[config.mk]
export PLATFORM = sky130hd
export DESIGN_NAME = icache
export DESIGN_NICKNAME = d
export VERILOG_FILES = /design/src/logic/icache_pkg.sv /design/src/logic/icache.sv /design/src/logic/sdp_ram.sv
export SDC_FILE = /design/constraint.sdc
export NUM_CORES = 2
export LEC_CHECK = 0
export ABC_CLOCK_PERIOD_IN_PS = 14600
export BUFFER_PORTS_ARGS = -buffer_cell sky130_fd_sc_hd__buf_2
export CAP_MARGIN = 30
export CELL_PAD_IN_SITES_DETAIL_PLACEMENT = 1
export CELL_PAD_IN_SITES_GLOBAL_PLACEMENT = 2
export CORE_MARGIN = 4
export CORE_UTILIZATION = 35
export CTS_CLUSTER_DIAMETER = 50
export DETAILED_ROUTE_END_ITERATION = 8
export PLACE_DENSITY_LB_ADDON = 0.1
export REMOVE_ABC_BUFFERS = 1
export SETUP_SLACK_MARGIN = 0.1
export SYNTH_ARGS = -nofsm -noshare
export SYNTH_HDL_FRONTEND = slang
export SYNTH_MEMORY_MAX_BITS = 65536
export SYNTH_SLANG_ARGS = --single-unit
[constraint.sdc]
create_clock -name clk -period 14.6 [get_ports clk]
set_clock_uncertainty 0.1 [all_clocks]
set_input_delay 1.46 -clock clk [delete_from_list [all_inputs] [get_ports clk]]
set_output_delay 1.46 -clock clk [all_outputs]
set_load 0.02 [all_outputs]
[src/logic/icache_pkg.sv]
// widths and geometry for the fetch path
// geometry is fixed at 2 ways, 16 sets and 16-byte lines over a 4 KiB memory
package icache_pkg;

  // ====================
  // geometry
  // ====================
  localparam int WAY_NUM = 2;
  localparam int SET_NUM = 16;
  localparam int LINE_WORDS = 4;
  localparam int MEM_WORDS = 1024;

  // address bit that selects an uncached fetch
  localparam int UNCACHED_BIT = 31;

  // derived field widths
  localparam int WORD_SEL_W = $clog2(LINE_WORDS);
  localparam int IDX_W = $clog2(SET_NUM);
  localparam int TAG_W = 32 - IDX_W - WORD_SEL_W - 2;
  localparam int MEM_ADDR_W = $clog2(MEM_WORDS);

  // ====================
  // vector types
  // ====================
  // byte address
  typedef logic [31:0] addr_t;
  // one instruction or memory word
  typedef logic [31:0] instr_t;
  // four words, word 0 in the low bits
  typedef logic [LINE_WORDS*32-1:0] line_t;
  // address bits 31 to 8
  typedef logic [TAG_W-1:0] tag_t;
  // address bits 7 to 4
  typedef logic [IDX_W-1:0] idx_t;
  // address bits 11 to 2
  typedef logic [MEM_ADDR_W-1:0] mem_addr_t;

endpackage
[src/logic/icache.sv]
// two-way set-associative instruction cache, one word per fetch, no MMU
// hit way select and PLRU assume exactly two ways
// refill is four single wishbone classic reads under one held cyc
`timescale 1ns/1ps

module icache (
  input  logic               clk,
  input  logic               rst_n,
  input  logic               req_valid_i,
  input  icache_pkg::addr_t  req_addr_i,
  output logic               req_ready_o,
  output logic               rsp_valid_o,
  output icache_pkg::addr_t  rsp_addr_o,
  output icache_pkg::instr_t rsp_instr_o,
  output logic               rsp_adef_o,
  input  logic               rsp_ready_i,
  input  logic               inv_valid_i,
  input  icache_pkg::addr_t  inv_addr_i,
  output logic               inv_ready_o,
  output logic               wb_cyc_o,
  output logic               wb_stb_o,
  output icache_pkg::addr_t  wb_adr_o,
  input  logic               wb_ack_i,
  input  icache_pkg::instr_t wb_rdat_i
);
  import icache_pkg::*;

  typedef enum logic [1:0] {IDLE, REFILL, REPLAY, UNCACHED} state_e;

  state_e                            state_q;
  logic                              run_q;
  logic                              s1_fetch_q;
  logic                              s1_inv_q;
  logic                              s1_adef_q;
  addr_t                             s1_addr_q;
  logic                              s1_adv;
  logic                              s1_uncached;
  idx_t                              s1_idx;
  tag_t                              s1_tag;
  addr_t                             s0_addr;
  idx_t                              rd_idx;
  tag_t                              tag_rd [WAY_NUM];
  line_t                             data_rd [WAY_NUM];
  logic [WAY_NUM-1:0]                tag_match;
  logic [WAY_NUM-1:0]                way_we;
  logic                              hit;
  logic                              hit_way;
  logic                              repl_way;
  line_t                             hit_line;
  line_t                             fill_line;
  line_t                             line_q;
  logic [WORD_SEL_W-1:0]             beat_q;
  logic                              last_beat;
  logic                              fill_done;
  logic                              miss_start;
  logic                              rsp_fire;
  logic [WAY_NUM-1:0][SET_NUM-1:0]   valid_q;
  logic [SET_NUM-1:0]                plru_q;

  // ====================
  // stage 0
  // ====================
  // invalidate wins over a fetch in the same cycle
  assign s0_addr = inv_valid_i ? inv_addr_i : req_addr_i;
  // hold the stage-1 index when stalled, which also serves the replay
  assign rd_idx = s1_adv ? s0_addr[7:4] : s1_idx;

  assign s1_adv = !s1_fetch_q || rsp_fire;
  assign inv_ready_o = run_q && s1_adv;
  assign req_ready_o = run_q && s1_adv && !inv_valid_i;

  always_ff @(posedge clk or negedge rst_n) begin
    if (!rst_n) begin
      run_q <= 1'b0;
      s1_fetch_q <= 1'b0;
      s1_inv_q <= 1'b0;
      s1_adef_q <= 1'b0;
    end else begin
      run_q <= 1'b1;
      if (s1_adv) begin
        s1_fetch_q <= req_valid_i && req_ready_o;
        s1_inv_q <= inv_valid_i && inv_ready_o;
        s1_adef_q <= req_valid_i && req_ready_o && (req_addr_i[1:0] != 2'b00);
      end
    end
  end

  always_ff @(posedge clk) begin
    if (s1_adv) begin
      s1_addr_q <= s0_addr;
    end
  end

  // ====================
  // stage 1
  // ====================
  assign s1_idx = s1_addr_q[7:4];
  assign s1_tag = s1_addr_q[31:8];
  assign s1_uncached = s1_addr_q[UNCACHED_BIT];

  always_comb begin
    for (int w = 0; w < WAY_NUM; w++) begin
      tag_match[w] = valid_q[w][s1_idx] && (tag_rd[w] == s1_tag);
    end
  end

  assign hit = |tag_match;
  assign hit_way = tag_match[1];
  assign repl_way = plru_q[s1_idx];
  assign hit_line = data_rd[hit_way];

  assign rsp_valid_o = s1_fetch_q && (s1_adef_q || (state_q == UNCACHED) ||
                                      ((state_q == IDLE) && !s1_uncached && hit));
  assign rsp_fire = rsp_valid_o && rsp_ready_i;
  assign rsp_addr_o = s1_addr_q;
  assign rsp_adef_o = s1_adef_q;

  always_comb begin
    if (s1_adef_q) begin
      rsp_instr_o = '0;
    end else if (state_q == UNCACHED) begin
      // uncached word sits in the low word of the buffer
      rsp_instr_o = line_q[31:0];
    end else begin
      rsp_instr_o = hit_line[{s1_addr_q[3:2], 5'b0} +: 32];
    end
  end

  // ====================
  // refill / uncached
  // ====================
  assign miss_start = (state_q == IDLE) && s1_fetch_q && !s1_adef_q && (s1_uncached || !hit);
  assign last_beat = s1_uncached || (beat_q == WORD_SEL_W'(LINE_WORDS - 1));
  assign fill_done = (state_q == REFILL) && wb_ack_i && last_beat && !s1_uncached;
  // last beat goes straight into the RAM write
  assign fill_line = {wb_rdat_i, line_q[(LINE_WORDS-1)*32-1:0]};

  assign wb_cyc_o = (state_q == REFILL);
  assign wb_stb_o = (state_q == REFILL);
  assign wb_adr_o = s1_uncached ? s1_addr_q : {s1_addr_q[31:WORD_SEL_W+2], beat_q, 2'b00};

  always_ff @(posedge clk or negedge rst_n) begin
    if (!rst_n) begin
      state_q <= IDLE;
      beat_q <= '0;
    end else begin
      case (state_q)
        IDLE: begin
          beat_q <= '0;
          if (miss_start) begin
            state_q <= REFILL;
          end
        end
        REFILL: begin
          if (wb_ack_i) begin
            beat_q <= beat_q + 1'b1;
            if (last_beat) begin
              state_q <= s1_uncached ? UNCACHED : REPLAY;
            end
          end
        end
        REPLAY: state_q <= IDLE;
        default: begin
          if (rsp_ready_i) begin
            state_q <= IDLE;
          end
        end
      endcase
    end
  end

  always_ff @(posedge clk) begin
    if ((state_q == REFILL) && wb_ack_i) begin
      line_q[{beat_q, 5'b0} +: 32] <= wb_rdat_i;
    end
  end

  // valid bits and PLRU, bit set means way 1 is next to replace
  always_ff @(posedge clk or negedge rst_n) begin
    if (!rst_n) begin
      valid_q <= '0;
      plru_q <= '0;
    end else begin
      if (fill_done) begin
        valid_q[repl_way][s1_idx] <= 1'b1;
      end
      if (s1_inv_q) begin
        for (int w = 0; w < WAY_NUM; w++) begin
          if (tag_match[w]) begin
            valid_q[w][s1_idx] <= 1'b0;
          end
        end
      end
      if (rsp_fire && (state_q == IDLE) && !s1_adef_q && !s1_uncached) begin
        plru_q[s1_idx] <= !hit_way;
      end
    end
  end

  // ====================
  // tag and data RAMs
  // ====================
  for (genvar w = 0; w < WAY_NUM; w++) begin : g_way
    assign way_we[w] = fill_done && (repl_way == w);

    sdp_ram #(.DEPTH(SET_NUM), .WIDTH($bits(line_t))) u_data_ram (
      .clk     (clk),
      .we_i    (way_we[w]),
      .waddr_i (s1_idx),
      .wdata_i (fill_line),
      .raddr_i (rd_idx),
      .rdata_o (data_rd[w])
    );

    sdp_ram #(.DEPTH(SET_NUM), .WIDTH($bits(tag_t))) u_tag_ram (
      .clk     (clk),
      .we_i    (way_we[w]),
      .waddr_i (s1_idx),
      .wdata_i (s1_tag),
      .raddr_i (rd_idx),
      .rdata_o (tag_rd[w])
    );
  end

endmodule

[src/logic/sdp_ram.sv]
// simple dual-port RAM, one write port and one registered read port
// same-cycle read of the written address returns the new data
// no reset, contents are undefined until written
`timescale 1ns/1ps

module sdp_ram #(
  parameter int DEPTH = 16,
  parameter int WIDTH = 32
) (
  input  logic                     clk,
  input  logic                     we_i,
  input  logic [$clog2(DEPTH)-1:0] waddr_i,
  input  logic [WIDTH-1:0]         wdata_i,
  input  logic [$clog2(DEPTH)-1:0] raddr_i,
  output logic [WIDTH-1:0]         rdata_o
);

  logic [WIDTH-1:0] mem [DEPTH];

  always_ff @(posedge clk) begin
    if (we_i) begin
      mem[waddr_i] <= wdata_i;
    end
    // write first on an address collision
    if (we_i && (waddr_i == raddr_i)) begin
      rdata_o <= wdata_i;
    end else begin
      rdata_o <= mem[raddr_i];
    end
  end

endmodule

# [After elaboration in Yosys (flattened, before gate mapping)]
# Memory sizes are Yosys's and may differ from the RTL's. A register that Yosys moved wholly into a read port is not among the register bits.
# Cells that the tools add are included.
[op_classes] n_eq_ne=9 n_lt_le_gt_ge=5 n_bitwise=6 addsub=2 mux=36 n_reduce_logical=42 n_shift=3
[op_table] operator="$mux 128" count=3
[op_table] operator="$mux 32" count=6
[op_table] operator="$bwmux 128" count=1
[op_table] operator="$shift 32x9->128 const A" count=1
[op_table] operator="$shiftx 128x8->32" count=1
[op_table] operator="$shiftx 32x9->128" count=1
[op_table] operator="$eq 24x24->1" count=2
[op_table] operator="$mux 16" count=3
[op_table] operator="$and 16x16->16" count=2
[op_table] operator="$or 32x32->32" count=1
[op_table] operator="$logic_and 1x1->1" count=24
[op_table] operator="$bwmux 16" count=1
[op_table] operator="$demux 16 s1" count=1
[op_table] operator="$not 16->16" count=1
[op_table] operator="$bmux 1 s4" count=3
[op_table] operator="$mux 2" count=5
[op_table] operator="$mux 1" count=9
[op_table] operator="$neg 7->9" count=1
[op_table] operator="$eq 2x2->1 const B" count=3
[op_table] operator="$logic_not 1->1" count=6
[op_table] operator="$pmux 2 s3" count=1
[op_table] operator="$logic_or 1x1->1" count=5
[op_table] operator="$lt 4x5->1 const B" count=1
[op_table] operator="$demux 1 s4" count=1
[op_table] operator="18 further kinds" count=20
[totals] ramBits=4864 input_bits=102 register_bits=216 mem_count=4 word_cells=118
[memory_table] memory="g_way[0].u_data_ram.mem" depth=16 width=128 rd=1 rd_ports_with_merged_regs=1 write_ports=1 line="sdp_ram.sv:18" source="logic [WIDTH-1:0] mem [DEPTH];"
[memory_table] memory="g_way[1].u_data_ram.mem" depth=16 width=128 rd=1 rd_ports_with_merged_regs=1 write_ports=1 line="sdp_ram.sv:18"
[memory_table] memory="g_way[0].u_tag_ram.mem" depth=16 width=24 rd=1 rd_ports_with_merged_regs=1 write_ports=1 line="sdp_ram.sv:18"
[memory_table] memory="g_way[1].u_tag_ram.mem" depth=16 width=24 rd=1 rd_ports_with_merged_regs=1 write_ports=1 line="sdp_ram.sv:18"

# [Longest topological paths before layout]
[depth] depth_word=13 ltp_mapped=16

# [Hierarchy]
# From an unflattened synthesis, not the netlist that was laid out.
[unflattened] hier_cells=8589 area_unflattened_um2=193785.9
[modules_own_cells] mod="sdp_ram at g_way[1].u_data_ram" area_per_inst_um2=76962.6 n_inst=1 seq_area_each_um2=61579.1 cells_each=3233
[modules_own_cells] mod="sdp_ram at g_way[0].u_data_ram" area_per_inst_um2=76848.7 n_inst=1 seq_area_each_um2=61579.1 cells_each=3241
[modules_own_cells] mod="sdp_ram at g_way[0].u_tag_ram ..." area_per_inst_um2=14530.2 n_inst=2 seq_area_each_um2=11611.1 cells_each=616
[modules_own_cells] mod="icache" area_per_inst_um2=10914.2 n_inst=1 seq_area_each_um2=5245.0 cells_each=883

# [Least setup slack after synthesis]
# OpenSTA, ideal clock, no wires.
[synth_path] kind="register -> register" startpoint="register s1_addr_q[4] (netlist: rsp_addr_o[4])" endpoint="register valid_q[10] (netlist bit)" path_stages_with_launch=10 slack_ns=4.564 period_less_slack_ns=10.036 setup_time_ns=0.092 arrival_ns=9.844 cell_sequence="edfxtp_1 -> buf_2 -> clkbuf_1 -> mux4_2 -> mux4_2 -> or3_1 -> clkbuf_1 -> clkbuf_1 -> nor2_1 -> o22a_1"
[synth_between] elab_chain_cells=11 word_cells_on_any_way=21 classes_between="order compare: 4; mux: 11; bitwise: 3; reduce/logical: 3"
[synth_rtl] element="from (decl)" line="icache.sv:35" source="addr_t s1_addr_q;"
[synth_rtl] element="from (signal assigned)" line="icache.sv:90" source="s1_addr_q <= s0_addr;"
[synth_rtl] element="$bmux 1 s4 (tied with other cells)" line="icache.sv:109" source="assign repl_way = plru_q[s1_idx];"
[synth_rtl] element="$mux 1 (not written as such) / $logic_and 1x1->1 (equally long branches)" line="icache.sv:109, icache.sv:185, icache.sv:190"
[synth_rtl] element="$lt 1x2->1 (not written as such) (tied with other cells)" line="icache.sv:185" source="valid_q[repl_way][s1_idx] <= 1'b1;"
[synth_rtl] element="$logic_and 1x1->1 (not written as such) / $demux 1 s4 (equally long branches)" line="icache.sv:185, icache.sv:190"
[synth_rtl] element="$mux 16 (not written as such)" line="icache.sv:185"
[synth_rtl] element="$demux 16 s1" line="icache.sv:185"
[synth_rtl] element="$or 32x32->32 (no source line)"
[synth_rtl] element="$mux 32" line="icache.sv:184" source="if (fill_done) begin"
[synth_rtl] element="$and 16x16->16 (no source line)"
[synth_rtl] element="$mux 16" line="icache.sv:189" source="if (tag_match[w]) begin"
[synth_rtl] element="$mux 32 (*)" line="icache.sv:187" source="if (s1_inv_q) begin"
[synth_rtl] element="to (signal assigned)" line="icache.sv:181" source="valid_q <= '0;"
[synth_rtl] element="to (signal, indexed assignment)" line="icache.sv:185"
[synth_rtl] element="to (signal, indexed assignment)" line="icache.sv:190" source="valid_q[w][s1_idx] <= 1'b0;"
[synth_rtl] element="to (decl)" line="icache.sv:57" source="logic [WAY_NUM-1:0][SET_NUM-1:0] valid_q;"
# Every way passes the cells marked *; elsewhere a longest branch is shown, timed or not. The select of a mux whose other input is x is not followed.
# A chain may end at the register's enable or synchronous reset.

==> results.json <==
{
  "synthArstFlopShare_pct": 1.11,
  "place_congestion": 0.724,
  "yosys_warnings": 0,
  "worstRegToRegCells": 13,
  "grt_overflow": 0,
  "cts_resized": 0,
  "cp_data_arrival_time_ns": 8.00,
  "cts_hold_buf": 0,
  "path_cells": "buf_12 -> buf_12 -> buf_4 -> buf_4 -> buf_4 -> mux4_2 -> mux4_2 -> mux2_1 -> a211oi_1 -> nor4_1 -> buf_2",
  "pin_count": 204,
  "die-area_mm2": 0.569,
  "fp.dieH_um": 754,
  "path_buf_inv": 6,
  "cts_root_buf": "clkbuf_16",
  "max_freq_mhz": 105,
  "synthDistinctLibCells": 75,
  "grt_max_degree": 132,
  "synth_edf_count": 4992,
  "drt_wl_total_um": 591000,
  "port_buffers": 203,
  "final_common_cell": "edfxtp_1",
  "slowest_stage": "buf_4",
  "cts_sinks": 5052,
  "critical_path_cell_count": 11,
  "drt-initial-drc-count": 8656,
  "final_area_mm2": 0.227,
  "rows": 273,
  "worstMarginPinSlew_ns": 1.33,
  "cp_common_cell": "buf_4",
  "syn_inst": 8172,
  "slew_headroom_pct": 11.2,
  "synth_area_mm2": 0.195,
  "hold_viol": 0,
  "fin_tns_setup_ns": 0,
  "tritoncts": "done",
  "drv_cap": 0,
  "route.vias.total": 91815,
  "fin_cells": 16775,
  "rsz0062_at_grt": "no",
  "area_delta_synth_final_pct": 16.5,
  "die_x_um": 754,
  "vdd.ir_drop.worst_mv": 0.166,
  "setup_viol": 0,
  "worstPathRequired_ns": 13.04,
  "post-route-min-period_ns": 9.56,
  "mostFrequentLayoutCells": "edfxtp_1, mux4_2, clkbuf_16",
  "total_leakage_power_nw": 71.3,
  "cts_max_level": 6,
  "grt_usage_pct": 20.5,
  "grt_pass1_vias": 99649,
  "drc": 0,
  "fin_crit_sh_pct": 65.5,
  "hold_path_depth": 1,
  "cts_max_path_buffers": 4,
  "synth-seq-cells": 5052,
  "placed_cells": 15628,
  "ys.flop_type": "edfxtp_1",
  "path_class": "reg2out",
  "wl_per_cell_um": 35.2,
  "drive_above_1_share_pct": 31.9,
  "slowest_delay_ns": 0.86,
  "ant_nets": 0,
  "core-area_mm2": 0.554,
  "crit_family": "buffers and inverters",
  "end_kind": "primary output",
  "crit_fanout": 99,
  "grt_antenna_before_repair": 45,
  "hpwl_um": 298000,
  "grt_pass1_wl_um": 821000,
  "timing.final.max_slew_violations": 0,
  "synth.avg_cell_area_um2": 23.8,
  "hp-class": "reg2reg",
  "cp-start-kind": "flop",
  "firstDrtPassIters": 8,
  "path_clk_slew_ns": 0.06,
  "final_net_count": 8949,
  "status": "finished, final reports clean",
  "place_area_mm2": 0.206,
  "viasPerCell": 5.47,
  "clkLatencyLatePin_ns": 1.07,
  "p_per_area_mw_per_mm2": 193,
  "cts_setup_buffers": 0,
  "synth_seq_area_share_pct": 77.7,
  "numCtsBuffers": 622,
  "start_util_pct": 35.2
}
-- state kept, by name, summed over array words and instances, names as in the netlist, named ones only --
register,flops
beat_q,2
line_q,96
plru_q,16
rsp_addr_o,32
run_q,1
s1_fetch_q,1
g_way.u_data_ram.mem,4096
s1_inv_q,1
rsp_adef_o,1
state_q,2
valid_q,32
g_way.u_tag_ram.mem,768
-- stage by stage --
step	util (%)	setup WS, ns	hold slack (ns)	power [W]
finish	41.0	5.04	0.385	0.0437
global route	41.0	4.24	0.406	0.0456
floorplan	-	-44.02	0.355	0.0284
global placement	37.1	5.73	0.371	0.0290
CTS	40.9	4.56	0.375	0.0444
detailed placement	37.3	5.77	0.375	0.0291
-- logic make-up (layout without fill, tap and decap cells) --
| family | count (synthesis) | in the layout | share of synthesized area [%] |
|---|---|---|---|
| compound gates | 211 | 211 | 0.808 |
| xor+xnor | 64 | 64 | 0.288 |
| fa+ha+maj | 5 | 5 | 0.0321 |
| buf+inv | 491 | 1659 | 1.17 |
| flops | 5052 | 5052 | 77.7 |
| mux | 1770 | 1770 | 18.5 |
| other cells | 1 | 11 | 0.00192 |
| simple gates | 578 | 578 | 1.47 |
-- cell type report --
| cell class | count | area [um^2] |
|---|---|---|
| Sequential cell | 5052 | 151000 |
| Multi-Input combinational cell | 2629 | 41500 |
| Inverter | 15 | 68.8 |
| Antenna cell | 10 | 25.0 |
| Clock inverter | 358 | 3720 |
| Timing Repair Buffer | 522 | 4410 |
| Clock buffer | 764 | 16500 |
| Tap cell | 7425 | 9290 |
| Fill cell | 50594 | 327000 |
-- cell usage after synthesis, drive strengths merged (5+ instances only) --
master / n / area, um^2
edfxtp: 4992 / 150000
mux4: 1457 / 32800
buf: 259 / 1410
clkbuf: 217 / 815
nand2: 195 / 732
mux2i: 186 / 1860
mux2: 127 / 1430
nor2: 112 / 420
and2: 102 / 638
a211oi: 72 / 553
dfrtp: 56 / 1400
xnor2: 46 / 403
nor4: 40 / 250
nand3: 30 / 150
a21oi: 27 / 135
a22oi: 22 / 165
nor3: 20 / 100
xor2: 18 / 158
o22a: 16 / 140
inv: 15 / 56.3
nor2b: 14 / 87.6
nand2b: 13 / 81.3
o21ai: 10 / 50.1
and3: 8 / 50.1
nand4: 8 / 56.3
o22ai: 8 / 50.1
a31oi: 6 / 37.5
nand4b: 6 / 52.6
or3: 6 / 37.5
a221oi: 5 / 43.8
a311oi: 5 / 43.8
ha: 5 / 62.6
o221ai: 5 / 43.8
o311ai: 5 / 43.8
-- per-layer routing --
layer | GRT usage, % | part of all wire (%)
met5 | 0 | 0.0068
met1 | 28.0 | 43
met3 | 2.48 | 4.0
met2 | 35.5 | 51
met4 | 4.12 | 2.0
-- path summary, 6_finish.rpt --
path	startpoint	end	slack, ns
max in group asynchronous	rst_n	rsp_adef_o	13.37
setup / recovery	flop	rsp_instr_o[3]	5.04
setup reg to reg	flop	rsp_addr_o[27]	7.26
hold reg to reg	valid_q[5]	valid_q[5]	0.38
min in group asynchronous	rst_n	rsp_adef_o	0.45
hold / removal	valid_q[5]	valid_q[5]	0.38
-- report_power, final --
group          internal, W  total (W)  switching (W)
sequential          0.0166     0.0171       0.000441
combinational      0.00515     0.0115        0.00632
clock              0.00908     0.0152        0.00610
total               0.0309     0.0437         0.0129
-- worst reg2reg max path, stage by stage (launching register included) --
cell and delay (ns):
dfxtp_4 0.67, buf_4 0.68, buf_4 0.83, mux4_2 0.43, mux4_2 0.51, xnor2_1 0.43
and3_1 0.24, nand4b_1 0.12, or4_4 0.72, buf_4 0.59, a2111oi_4 0.86, o21ai_1 0.25
nand2_2 0.28, buf_12 0.24
(Power assumes the default switching activity.)
