--- config.mk ---
export PLATFORM = sky130hd
export DESIGN_NAME = wb_arbiter
export DESIGN_NICKNAME = d
export VERILOG_FILES = /design/src/logic/icache_pkg.sv /design/src/logic/wb_arbiter.sv
export SDC_FILE = /design/constraint.sdc
export NUM_CORES = 1
export LEC_CHECK = 0
export BUFFER_PORTS_ARGS = -buffer_cell sky130_fd_sc_hd__buf_2
export CAP_MARGIN = 20
export CELL_PAD_IN_SITES_DETAIL_PLACEMENT = 0
export CELL_PAD_IN_SITES_GLOBAL_PLACEMENT = 2
export CORE_MARGIN = 8
export CORE_UTILIZATION = 10
export CTS_BUF_LIST = sky130_fd_sc_hd__clkbuf_2 sky130_fd_sc_hd__clkbuf_4 sky130_fd_sc_hd__clkbuf_8
export DETAILED_ROUTE_END_ITERATION = 7
export PLACE_DENSITY_LB_ADDON = 0.1
export SKIP_LAST_GASP = 1
export SLEW_MARGIN = 0
export SYNTH_ARGS = -nofsm -noshare
export SYNTH_HDL_FRONTEND = slang
export SYNTH_SLANG_ARGS = --single-unit
--- constraint.sdc ---
create_clock -name clk -period 1.8 [get_ports clk]
set_clock_uncertainty 0.2 [all_clocks]
set_input_delay 0.27 -clock clk [delete_from_list [all_inputs] [get_ports clk]]
set_output_delay 0.27 -clock clk [all_outputs]
set_load 0.005 [all_outputs]
--- src/logic/icache_pkg.sv ---
// widths and geometry for the fetch path
// geometry is fixed at 2 ways, 16 sets and 16-byte lines over a 4 KiB memory
package icache_pkg;

  // ====================
  // geometry
  // ====================
  localparam int WAY_NUM = 2;
  localparam int SET_NUM = 16;
  localparam int LINE_WORDS = 4;
  localparam int MEM_WORDS = 1024;

  // address bit that selects an uncached fetch
  localparam int UNCACHED_BIT = 31;

  // derived field widths
  localparam int WORD_SEL_W = $clog2(LINE_WORDS);
  localparam int IDX_W = $clog2(SET_NUM);
  localparam int TAG_W = 32 - IDX_W - WORD_SEL_W - 2;
  localparam int MEM_ADDR_W = $clog2(MEM_WORDS);

  // ====================
  // vector types
  // ====================
  // byte address
  typedef logic [31:0] addr_t;
  // one instruction or memory word
  typedef logic [31:0] instr_t;
  // four words, word 0 in the low bits
  typedef logic [LINE_WORDS*32-1:0] line_t;
  // address bits 31 to 8
  typedef logic [TAG_W-1:0] tag_t;
  // address bits 7 to 4
  typedef logic [IDX_W-1:0] idx_t;
  // address bits 11 to 2
  typedef logic [MEM_ADDR_W-1:0] mem_addr_t;

endpackage
--- src/logic/wb_arbiter.sv ---
// two-master wishbone classic arbiter, loader (m0) before cache (m1)
// grant takes one cycle from an idle bus and is kept while the owner holds cyc
`timescale 1ns/1ps

module wb_arbiter (
  input  logic               clk,
  input  logic               rst_n,
  input  logic               m0_cyc_i,
  input  logic               m0_stb_i,
  input  logic               m0_we_i,
  input  icache_pkg::addr_t  m0_adr_i,
  input  icache_pkg::instr_t m0_wdat_i,
  output logic               m0_ack_o,
  output icache_pkg::instr_t m0_rdat_o,
  input  logic               m1_cyc_i,
  input  logic               m1_stb_i,
  input  icache_pkg::addr_t  m1_adr_i,
  output logic               m1_ack_o,
  output icache_pkg::instr_t m1_rdat_o,
  output logic               s_cyc_o,
  output logic               s_stb_o,
  output logic               s_we_o,
  output icache_pkg::addr_t  s_adr_o,
  output icache_pkg::instr_t s_wdat_o,
  input  logic               s_ack_i,
  input  icache_pkg::instr_t s_rdat_i
);

  typedef enum logic [1:0] {GNT_NONE, GNT_LOADER, GNT_CACHE} gnt_e;

  gnt_e gnt_q;
  gnt_e gnt_d;
  logic gnt_ld;
  logic gnt_c;

  // hand over directly when the owner drops cyc and the other is waiting
  always_comb begin
    gnt_d = gnt_q;
    case (gnt_q)
      GNT_LOADER: begin
        if (!m0_cyc_i) begin
          gnt_d = m1_cyc_i ? GNT_CACHE : GNT_NONE;
        end
      end
      GNT_CACHE: begin
        if (!m1_cyc_i) begin
          gnt_d = m0_cyc_i ? GNT_LOADER : GNT_NONE;
        end
      end
      default: begin
        if (m0_cyc_i) begin
          gnt_d = GNT_LOADER;
        end else if (m1_cyc_i) begin
          gnt_d = GNT_CACHE;
        end
      end
    endcase
  end

  always_ff @(posedge clk or negedge rst_n) begin
    if (!rst_n) begin
      gnt_q <= GNT_NONE;
    end else begin
      gnt_q <= gnt_d;
    end
  end

  assign gnt_ld = (gnt_q == GNT_LOADER);
  assign gnt_c = (gnt_q == GNT_CACHE);

  // slave side follows the owner only
  assign s_cyc_o = (gnt_ld && m0_cyc_i) || (gnt_c && m1_cyc_i);
  assign s_stb_o = (gnt_ld && m0_cyc_i && m0_stb_i) || (gnt_c && m1_cyc_i && m1_stb_i);
  // cache only reads
  assign s_we_o = gnt_ld && m0_we_i;
  assign s_adr_o = gnt_c ? m1_adr_i : m0_adr_i;
  assign s_wdat_o = gnt_ld ? m0_wdat_i : '0;

  assign m0_ack_o = gnt_ld && s_ack_i;
  assign m1_ack_o = gnt_c && s_ack_i;
  assign m0_rdat_o = s_rdat_i;
  assign m1_rdat_o = s_rdat_i;

endmodule

# ---- Word level (Yosys, flattened, before mapping)
# Index checks and enable logic that the tools add are counted.
dict set report totals {
  regBits 2
  in_bits 136
  output_inout_bits 133
  word_cells 25
}
dict set report op_classes {
  eq_ne 4
  n_mux 9
  reduce_logical 11
}
# operator count
set op_table {}
lappend op_table {{$mux 32} 2}
lappend op_table {{$mux 2} 5}
lappend op_table {{$logic_and 1x1->1} 7}
lappend op_table {{$ne 2x2->1 const B} 2}
lappend op_table {{$pmux 2 s2} 1}
lappend op_table {{$reduce_bool 4->1} 1}
lappend op_table {{$reduce_and 3->1} 1}
lappend op_table {{$eq 2x1->1 const B} 1}
lappend op_table {{$eq 2x2->1 const B} 1}
lappend op_table {{$logic_or 1x1->1} 2}
lappend op_table {{$mux 1} 1}

# ---- Depth between registers and ports, before layout
# Gate-level depths: netlist of run 1.
dict set report logic_depth {
  word_depth 4
  depth_mapped 6
  mapped_depth_nobuf 5
}

# ---- Least setup slack after synthesis of run 1
# Ideal clock, no wire load.
dict set report synth_timing {
  kind {register to output}
  startpoint {register gnt_q[0]}
  endpoint {output port s_adr_o[21]}
  arrival_time_ns 1.193
  t_required_ns 1.330
  slack_ns 0.137
  stages_incl_launch_ff 6
  n_path_buf 2
  path_cell_list {dfrtp_1 inv_1 ha_1 buf_6 buf_6 mux2_2}
}
dict set report synth_between {
  elab_chain_cells 2
}
# item line_no
set synth_lines {}
lappend synth_lines {{start, declared} wb_arbiter.sv:31} ;# gnt_e gnt_q;
lappend synth_lines {{start signal, assigned} wb_arbiter.sv:64} ;# gnt_q <= gnt_d;
lappend synth_lines {{$eq 2x2->1} wb_arbiter.sv:69} ;# assign gnt_c = (gnt_q == GNT_CACHE);
lappend synth_lines {{$mux 32} wb_arbiter.sv:76} ;# assign s_adr_o = gnt_c ? m1_adr_i : m0_adr_i;
lappend synth_lines {{end, declared} wb_arbiter.sv:23} ;# output icache_pkg::addr_t s_adr_o,
# Every way passes these cells.

# ---- Final worst setup path of run 1
dict set report layout_timing {
  startpoint {register gnt_q[0]}
  endpoint {output port s_adr_o[29]}
}
# The elaborated chain is that of the path after synthesis.

==> results of run 1 <==
[final timing paths]
| kind | end | from | slack, ns | cells after the start |
|---|---|---|---|---|
| setup / recovery | s_adr_o[29] | gnt_q[0] | -0.19 | 5 |
| hold / removal | gnt_q[1] | m0_cyc_i | 0.13 | 2 |
| setup reg to reg | gnt_q[0] | gnt_q[1] | 0.04 | 8 |
| hold reg to reg | gnt_q[1] | gnt_q[1] | 0.47 | 3 |
| max in group asynchronous | gnt_q[1] | rst_n | 1.09 | 2 |
| min in group asynchronous | gnt_q[0] | rst_n | 0.19 | 2 |
[metrics by stage]
step / setup TNS (ns) / hold slack, ns
final: -8.941 / 0.1267
after global routing: -12.93 / 0.1354
after CTS: -9.358 / 0.1246
after detailed placement: -0.1154 / -0.1363
after global placement: -0.1630 / -0.1347
after floorplan: 0 / -0.2256
[cell usage in the layout (no fill, tap or decap), drive strengths merged]
| master | count |
|---|---|
| buf | 191 |
| and2 | 35 |
| mux2 | 32 |
| clkbuf | 7 |
| nand2 | 4 |
| inv | 4 |
| ha | 3 |
| o21ai | 3 |
| nand3 | 2 |
| dfrtp | 2 |
| a22o | 1 |
| nor2 | 1 |
| o32a | 1 |
| nand2b | 1 |
| nor3 | 1 |
| a221o | 1 |
| dlygate4sd3 | 1 |
[worst max-delay path: cells and delay by family (launching register included)]
family                   cells  cell delay, ns
multiplexers                 1            0.33
adder cells (fa/ha/maj)      1            0.22
buffers and inverters        3            0.39
flip-flops                   1            0.38
[kinds of logic (layout without fill, tap and decap cells)]
logic type                 count (synthesis)  in the layout  share of synthesized area
and+or+nand+nor                           44             44                     0.1962
adders and majority gates                  3              3                    0.02844
DFF                                        2              2                    0.03792
buffers and inverters                     76            203                     0.4284
AOI/OAI and AO/OA                          6              6                    0.03602
muxes                                     32             32                     0.2730
[layer usage]
metal / up-vias / share of wire / routed length [um] / global-route usage
li1: 721 / - / - / -
met1: 671 / 0.35 / 2319 / 0.05971
met2: 148 / 0.46 / 3059 / 0.1091
met3: 17 / 0.18 / 1220 / 0.04545
met4: 0 / 0.012 / 80 / 0.01215
met5: - / 0 / 0 / 0
[area by class of cell]
type | instances | area, sq um | area share
flip-flops and latches | 2 | 51.30 | 0.01915
inverters | 4 | 17.52 | 0.006539
multi-input cells | 85 | 874.6 | 0.3265
repair buffers | 196 | 1474 | 0.5502
well taps | 176 | 220.2 | 0.08220
clock buffers | 3 | 41.29 | 0.01541
[power groups by stage]
stage | clock network (W) | logic (W) | registers [W]
floorplan | 0 | 0.00104 | 0.0000855
global placement | 0 | 0.00178 | 0.0000841
detailed placement | 0 | 0.00171 | 0.0000831
CTS | 0.000179 | 0.00190 | 0.0000896
global route | 0.000189 | 0.00317 | 0.0000968
finish | 0.000175 | 0.00293 | 0.0000946
[timing repair]
item	4_1_cts	5_1_grt
setup endpoints to repair	68	69
endpoints found under the hold margin	2	0
cloned	1	5
resized for setup	9	101
buffers inserted	2	9
pin swaps	2	4
hold buffers	1	0
==> summary.md, run 1 <==
| Metric | Value |
|---|---|
| Status | finished, violations left |
| Failing checks | negative setup slack |
| Syn avg cell area | 8.098 sq um |
| Most common cell in the netlist | buf_4 |
| Vias per cell | 3.341 |
| CP arrival | 1.52 ns |
| Wire length per cell | around 14 um |
| Ys async rst share | 1.000 |
| Switching share of power | 0.3348 |
| Die Area | approximately 17000 sq um |
| Skew-Pair Late Insertion Delay | ~0.21 ns |
| Die width | 130.9 um |
| CP max-delay cell | dfrtp_1 |
| Share of post-route cells with drive strength above 1 | 0.9207 |
| Placed Instances | 447 |
| Antenna diodes | 0 |
| Congestion Overflow GR | 0 |
| H-tree depth | 1 |
| CP Launch Type | register |
| Area growth syn-to-layout | 102.9% |
| Final Hold Fails | 0 |
| DRC | 0 |
| DRT Pass-1 Iters | 2 |
| NetSw | 0.001072 W |
| Actual slew at the worst max-slew pin | 0.1460 ns |
| Top FF cell, synth | dfrtp_1 |
| Max Cap Violations | 0 |
| Clock sink count | 2 |
| Final core area utilization | 0.2047 |
| RSZ-0062 raised after global routing | yes |
| Fillers | 1501 |
| Mapped Cells | 163 |
| Top cells by count, synth | buf_4 (64), and2_1 (35), mux2_2 (27) |
| Root Buffer Master | clkbuf_8 |
| CTS tree | built |
| Initial core utilization | 0.1009 |
| Area leader, netlist | buf_4 |
| Routed via count | 1557 |
| Fmax | 0.5029 GHz |
| DP Area | approximately 2000 sq um |
| Slack of the critical path | -0.1887 ns |
| Max FFs per register | 2 |
| Final period util | 1.105 |
| Comb power frac | 0.916 |
| Final Instance Area | 2679 sq um |
| Total CTS buffers | 3 |
| Top reg by flops | gnt_q |
| Leak | 1.381 nW |
| Hpwl dp | between 5000 and 6000 um |
| YS warnings | 0 |
| Final worst path period need | 1.989 ns |
| Vias in the first global route | 1611 |
| Final net count | about 430 |
| #FFs+latches synth | 2 |
| Total internal power | about 0.0021 W |
| Top post-synthesis cells by area | buf_4 (36%), mux2_2 (23%), and2_1 (17%) |
| Syn Nets | between 300 and 400 |
| Dpl ws | -0.02373 ns |
| Seq/Total Area, Yosys | 0.03791 |
| Gr usage total | 0.06295 |
| VDD IR-drop max | 402.9 uV |
| First-pass GRT wire length | 8459 um |
| IO buf count | 172 |
| Mapped Area | 1320 sq um |
| Number of DRC markers in iteration 0 | 16 |
| Antenna violations before repair | 0 |
| # setup viols final | 62 |
| Largest regs | gnt_q: 2 flops |
| Pwr Total | 0.003202 W |
| Setup CP Type | register to primary output |
| Pwr dens | 1195 nW/um^2 |
| GPL Wtd Cong | 0.6566 |
| Reg clk slew, reported paths | 0.03 ns |
| Worst path cell trace | inv_2 > ha_4 > buf_8 > mux2_1 > buf_2 |
| Unique masters post-synth | 21 |
| Boundary Pins | 269 |
| Placeable Area | 13090 sq um |
| Max_slew headroom | 0.9019 |
| CP max stage delay | 0.38 ns |
| DRT antenna net count | 0 |
| CP Max Fanout | 9 |
| Sequential share of power | 0.030 |
| Yosys top cell area share | 0.3640 |
| Post-synth EDFFs | 0 |
| Worst Path Required | ~1.3 ns |
| Post-Layout Cell Count | 466 |
| DRT Wirelength | between 6000 and 7000 um |
| Clock Power Share | 0.055 |
| Hold crit path type | input pin to register |
| Die height | 130.9 um |
| Largest net degree at the start of global routing | 22 |
| Setup crit end kind | primary output |
| Max clock buf depth | 2 |
| Std-Cell Rows | 42 |
| Max-slew violation count | 0 |
No activity file was read; power rests on OpenSTA's default activity.
==> run 2: changes to the inputs <==
--- a/config.mk
+++ b/config.mk
@@ -13,6 +13,7 @@
 export CORE_UTILIZATION = 10
 export CTS_BUF_LIST = sky130_fd_sc_hd__clkbuf_2 sky130_fd_sc_hd__clkbuf_4 sky130_fd_sc_hd__clkbuf_8
 export DETAILED_ROUTE_END_ITERATION = 7
+export GPL_TIMING_DRIVEN = 0
 export PLACE_DENSITY_LB_ADDON = 0.1
 export SKIP_LAST_GASP = 1
 export SLEW_MARGIN = 0
==> run 2 against run 1 <==
The flow still finishes with violations (negative setup slack). Core utilization increased by 5.0 points. Power decreased by 4.9%. Combinational power down 5%. Sequential cell count unchanged. First-iteration DRC count grew 94%. Clock power is essentially flat. Register-to-register slack improved by 0.03 ns. Count of clock-buffer cells in the layout unchanged. Critical path type unchanged.
==> summary.md, run 2 (synthesis results as in run 1) <==
| Metric | Value |
|---|---|
| Total CTS buffers | 3 (unchanged) |
| Gr usage total | 0.07792 (+0.01497) |
| Skew-Pair Late Insertion Delay | 0.21 ns (about the same) |
| Area growth syn-to-layout | 152.6% |
| DRT antenna net count | 0 (unchanged) |
| DRT Pass-1 Iters | 6 (+4) |
| Die Area | 17130 sq um (unchanged) |
| Share of post-route cells with drive strength above 1 | 0.8726 (-0.04809) |
| Most common cell after layout, fill and taps aside | buf_2 |
| Wire length per cell | 14.11 um (-1.6%) |
| CP Launch Type | register |
| Max_slew headroom | 0.8914 (-0.01056) |
| Final period util | 1.099 (-0.005791) |
| Pwr Total | 0.003044 W (-4.9%) |
| CP Max Fanout | 7 (-2) |
| Setup Total Neg Slack | -8.652 ns (+0.2888 ns) |
| Max clock buf depth | 2 (unchanged) |
| Reg clk slew, reported paths | 0.03 ns (about the same) |
| Placed Instances | 575 (+29%) |
| Hold path startpoint | m0_cyc_i |
| Root Buffer Master | clkbuf_8 |
| Max-slew violation count | 0 (unchanged) |
| Failing checks | negative setup slack |
| Actual slew at the worst max-slew pin | 0.1617 ns (+0.01572 ns) |
| Die height | 130.9 um (unchanged) |
| Hold slack | 0.1229 ns (-0.003844 ns) |
| Worst Path Required | 1.33 ns (about the same) |
| Die width | 130.9 um (unchanged) |
| Congestion Overflow GR | 0 (unchanged) |
| Clock sink count | 2 (unchanged) |
| Vias per cell | 3.349 (+0.24%) |
| GPL Wtd Cong | 0.7248 (+10%) |
| RSZ-0062 raised after global routing | yes |
| Slack of the critical path | -0.1782 ns (+0.01042 ns) |
| First-pass GRT wire length | 10400 um (+23%) |
| Pwr dens | 912.8 nW/um^2 (-24%) |
| Vias in the first global route | 2018 (+25%) |
| Final Hold Fails | 0 (unchanged) |
| Fillers | 1445 (-3.7%) |
| Setup crit end kind | primary output |
| Initial core utilization | 0.1009 (unchanged) |
| Max FFs per register | 2 (unchanged) |
| CP arrival | 1.51 ns (about the same) |
| # setup viols final | 68 (+9.7%) |
| Fmax | 0.5055 GHz (+0.53%) |
| Largest regs | gnt_q: 2 flops |
| H-tree depth | 1 (unchanged) |
| Setup CP Type | register to primary output |
| Capturing point of the worst reg2reg path | gnt_q[0] |
| Std-Cell Rows | 42 (unchanged) |
| Post-Layout Cell Count | 593 (+27%) |
| Worst hold stages | 2 (unchanged) |
| Top reg by flops | gnt_q |
| Antenna violations before repair | 1 (+1) |
| Number of DRC markers in iteration 0 | 31 (+15) |
| DRC | 0 (unchanged) |
| Reg2reg path depth | 7 (-1) |
| Worst R2R Start | gnt_q[1] |
| Hold path endpoint | gnt_q[1] |
| Largest net degree at the start of global routing | 11 (-50%) |
| Final worst path period need | 1.978 ns (-0.01042 ns) |
| IO buf count | 236 (+37%) |
| VDD IR-drop max | 378.2 uV (-6.1%) |
| Most frequent cells in the layout | buf_2 (205), buf_4 (71), buf_6 (37) |
| Final net count | 557 (+29%) |
| Boundary Pins | 269 (unchanged) |
| DRT Wirelength | 8366 um (+25%) |
| Reg2reg setup slack | 0.07 ns (+0.03 ns) |
| Status | finished, violations left |
| Max Cap Violations | 0 (unchanged) |
| Placeable Area | 13090 sq um (unchanged) |
| Leak | 1.946 nW (+41%) |
| Routed via count | 1986 (+28%) |
| Hold crit path type | input pin to register |
| Hpwl dp | 7229 um (+35%) |
| CTS tree | built |
-- run 2: cell types whose count changed in the layout (fill, tap and decap cells not counted), sizes merged --
cell,before,now
clkbuf,7,5
buf,191,319
diode,0,1
-- run 2: worst max-delay path by stage --
| stage | startpoint | endpoint | slack [ns] | cells past startpoint |
|---|---|---|---|---|
| 2_1_floorplan | gnt_q[0] | s_adr_o[21] | 0.14 | 5 |
| 3_3_place_gp | gnt_q[1] | s_wdat_o[28] | -0.16 | 6 |
| 3_5_place_dp | gnt_q[1] | s_wdat_o[28] | -0.13 | 6 |
| 4_1_cts | gnt_q[0] | s_adr_o[15] | -0.24 | 6 |
| 5_1_grt | gnt_q[0] | s_adr_o[12] | -0.25 | 6 |
| 6_report | gnt_q[0] | s_adr_o[10] | -0.18 | 6 |
-- run 2: final cells by class --
class | count | area (sq um) | share of cell area
Sequential cell | 2 | 50.05 | 0.01501
Tap cell | 176 | 220.2 | 0.06604
Clock buffer | 3 | 41.29 | 0.01238
Antenna cell | 1 | 2.502 | 0.0007505
Inverter | 4 | 15.01 | 0.004503
Timing Repair Buffer | 251 | 1560 | 0.4679
Multi-Input combinational cell | 85 | 862.1 | 0.2585
Buffer | 71 | 583.1 | 0.1749
-- run 2: metal layers --
layer	wire (um)	global-route usage	share of wire	vias up
li1	-	-	-	967
met1	2593	0.06570	0.31	874
met2	4609	0.1610	0.55	145
met3	1162	0.03734	0.14	0
met4	0	0.01215	0	0
met5	0	0	0	-
-- run 2: what timing repair did --
action,4_1_cts,5_1_grt
cloned,3,2
buffers inserted,9,0
gates resized for setup,29,63
endpoints found under the setup margin,63,70
endpoints found under the hold margin,2,0
pin swaps,1,2
hold buffers,1,0
-- run 2: where the power goes --
part / internal (W) / leakage [nW] / switching (W) / total [W]
combinational: 0.00177 / 1.90 / 0.00101 / 0.00278
sequential: 0.0000679 / 0.0255 / 0.0000184 / 0.0000862
clock: 0.000141 / 0.0216 / 0.0000336 / 0.000175
total: 0.00198 / 1.95 / 0.00106 / 0.00304
-- run 2: critical path, stage by stage (launching register included) --
cell	delay [ns]
dfrtp_1	0.37
inv_2	0.08
ha_4	0.13
buf_12	0.14
clkbuf_16	0.15
mux2_4	0.30
buf_6	0.12
-- run 2: stage by stage --
step                      instance area, sq um  worst slack (ns)  utilization
after floorplan                           1320            0.1366            -
after global placement                    2721           -0.1629       0.2080
after detailed placement                  2721           -0.1331       0.2080
after CTS                                 2977           -0.2363       0.2275
after global routing                      3334           -0.2489       0.2548
final                                     3334           -0.1782       0.2548
==> run 3: changes to the inputs <==
--- a/config.mk
+++ b/config.mk
@@ -14,7 +14,7 @@
 export CTS_BUF_LIST = sky130_fd_sc_hd__clkbuf_2 sky130_fd_sc_hd__clkbuf_4 sky130_fd_sc_hd__clkbuf_8
 export DETAILED_ROUTE_END_ITERATION = 7
 export GPL_TIMING_DRIVEN = 0
-export PLACE_DENSITY_LB_ADDON = 0.1
+export PLACE_DENSITY_LB_ADDON = 0.2
 export SKIP_LAST_GASP = 1
 export SLEW_MARGIN = 0
 export SYNTH_ARGS = -nofsm -noshare
==> run 3 against run 2 <==
The flow still finishes with violations (negative setup slack). Wire length is 4.0% lower. Count of clock-buffer cells in the layout unchanged. Critical path depth unchanged. Sequential cell count unchanged. Cell count up 0.84%. Die area stayed put. Sequential power rose by 3.5%. Fmax is 1.6% lower. Power grew 6.7%. Critical path type unchanged. Largest cell class unchanged.
==> summary.md, run 3 (synthesis results as in run 1) <==
| Metric | Value |
|---|---|
| Reg2reg setup slack | 0.02 ns (-0.05 ns) |
| DRT Pass-1 Iters | 4 (-2) |
| Placeable Area | 13090 sq um (unchanged) |
| NetSw | 0.001113 W (+4.6%) |
| Skew-Pair Late Insertion Delay | 0.21 ns (about the same) |
| Setup Total Neg Slack | -9.857 ns (-1.205 ns) |
| Slack of the critical path | -0.2098 ns (-0.03157 ns) |
| Leak | 1.988 nW (+2.2%) |
| Largest net degree at the start of global routing | 11 (unchanged) |
| Final core area utilization | 0.2611 (+0.006311) |
| First-pass GRT wire length | 10060 um (-3.3%) |
| Clock Power Share | 0.055 (-0.002) |
| Antenna diodes | 0 (-1) |
| Total CTS buffers | 3 (unchanged) |
| Max FFs per register | 2 (unchanged) |
| Gr usage total | 0.07348 (-0.004437) |
| Antenna violations before repair | 0 (-1) |
| Comb power frac | 0.918 (+0.004) |
| Hold path startpoint | m0_cyc_i |
| Final net count | 563 (+1.1%) |
| Routed via count | 2018 (+1.6%) |
| Congestion Overflow GR | 0 (unchanged) |
| Dpl ws | -0.1499 ns (-0.01684 ns) |
| Worst R2R Start | gnt_q[1] |
| Die height | 130.9 um (unchanged) |
| Worst Path Required | 1.33 ns (about the same) |
| Die width | 130.9 um (unchanged) |
| Die Area | 17130 sq um (unchanged) |
| Final period util | 1.117 (+0.01754) |
| WP buf/inv | 4 (unchanged) |
| CP arrival | 1.54 ns (+0.03 ns) |
| CP Max Fanout | 7 (unchanged) |
| GPL Wtd Cong | 0.6954 (-4.1%) |
| Max-slew violation count | 0 (unchanged) |
| Most frequent cells in the layout | buf_2 (205), buf_4 (74), buf_6 (39) |
| Vias in the first global route | 2039 (+1.0%) |
| Post-Layout Cell Count | 598 (+0.84%) |
| Setup crit end kind | primary output |
| Placed Instances | 575 (unchanged) |
| DRT Wirelength | 8029 um (-4.0%) |
| H-tree depth | 1 (unchanged) |
| Max Cap Violations | 0 (unchanged) |
| Area growth syn-to-layout | 158.9% |
| RSZ-0062 raised after global routing | yes |
| Failing checks | negative setup slack |
| Fillers | 1419 (-1.8%) |
| VDD IR-drop max | 342.9 uV (-9.3%) |
| Max_slew headroom | 0.8958 (+0.004408) |
| Largest regs | gnt_q: 2 flops |
| CP Launch Type | register |
| Fmax | 0.4976 GHz (-1.6%) |
| Actual slew at the worst max-slew pin | 0.1551 ns (-0.006561 ns) |
| CTS tree | built |
| Worst path cell trace | inv_2 > ha_4 > buf_12 > clkbuf_16 > mux2_4 > buf_6 |
| Most common cell after layout, fill and taps aside | buf_2 |
| Reg clk slew, reported paths | 0.03 ns (about the same) |
| Switching share of power | 0.3426 (-0.007178) |
| Cell family with most CP delay | buffers and inverters |
| Share of post-route cells with drive strength above 1 | 0.8744 (+0.001811) |
| Boundary Pins | 269 (unchanged) |
| DRC | 0 (unchanged) |
| Top reg by flops | gnt_q |
| CP max stage delay | 0.39 ns (+0.02 ns) |
| Root Buffer Master | clkbuf_8 |
| Setup CP Type | register to primary output |
| Pwr dens | 950.8 nW/um^2 (+4.2%) |
| # setup viols final | 68 (unchanged) |
| Total internal power | 0.002136 W (+7.9%) |
| Wire length per cell | 13.43 um (-4.8%) |
| IO buf count | 236 (unchanged) |
| Setup crit start | gnt_q[0] |
| Status | finished, violations left |
| Max clock buf depth | 2 (unchanged) |
| CP max-delay cell | dfrtp_1 |
| Std-Cell Rows | 42 (unchanged) |
| Hpwl dp | 6694 um (-7.4%) |
| Vias per cell | 3.375 (+0.76%) |
| Number of DRC markers in iteration 0 | 7 (-77%) |
| Final Hold Fails | 0 (unchanged) |
| DRT antenna net count | 0 (unchanged) |
| Sequential share of power | 0.027 (about the same) |
| Hold crit path type | input pin to register |
| Hold slack | 0.1118 ns (-0.01110 ns) |
| Final worst path period need | 2.010 ns (+0.03157 ns) |
| Initial core utilization | 0.1009 (unchanged) |
| Clock sink count | 2 (unchanged) |
[run 3: per-stage QoR]
| stage | total power (W) | area, sq um |
|---|---|---|
| after floorplan | 0.001126 | 1320 |
| after detailed placement | 0.001905 | 2721 |
| after global placement | 0.001926 | 2721 |
| final | 0.003249 | 3417 |
| after global routing | 0.003495 | 3417 |
| after CTS | 0.002672 | 3068 |
[run 3: final timing paths]
| kind | end | depth (start not counted) |
|---|---|---|
| worst min register to register | gnt_q[1] | 4 |
| max in group asynchronous | gnt_q[1] | 2 |
| worst min-delay path | gnt_q[1] | 2 |
| worst max-delay path | s_adr_o[26] | 6 |
| min in group asynchronous | gnt_q[0] | 2 |
| worst max register to register | gnt_q[0] | 8 |
[run 3: area by class of cell]
cell class,count,area [sq um],area share
Inverter,4,15.01,0.004394
Multi-Input combinational cell,85,862.1,0.2523
Clock buffer,3,41.29,0.01208
Tap cell,176,220.2,0.06445
Buffer,70,583.1,0.1706
Sequential cell,2,50.05,0.01465
Timing Repair Buffer,258,1645,0.4815
[run 3: per-layer routing]
metal | GRT usage | routed length, um
met5 | 0 | 0
met4 | 0.01418 | 40
met1 | 0.06280 | 2471
met2 | 0.1543 | 4490
met3 | 0.02881 | 1027
[run 3: timing repair]
item	4_1_cts	5_1_grt
gates resized for setup	39	58
setup buffers	11	5
pin swaps	3	4
hold buffers	1	0
endpoints found under the hold margin	2	0
cloned	2	4
endpoints found under the setup margin	63	71
[run 3: power groups by stage]
stage          Combinational, W  Sequential, W  Clock, W
6_report                0.00298      0.0000892  0.000177
5_1_grt                 0.00321      0.0000907  0.000192
4_1_cts                 0.00240      0.0000860  0.000185
3_5_place_dp            0.00181      0.0000924         0
3_3_place_gp            0.00183      0.0000943         0
2_1_floorplan           0.00104      0.0000855         0
[run 3: worst reg2reg max path, cell delays in order (launching register included)]
cell,delay (ns)
dfrtp_1,0.40
buf_4,0.16
inv_2,0.07
ha_4,0.15
buf_4,0.10
buf_4,0.10
nand2b_1,0.12
o21ai_1,0.07
a221o_1,0.30
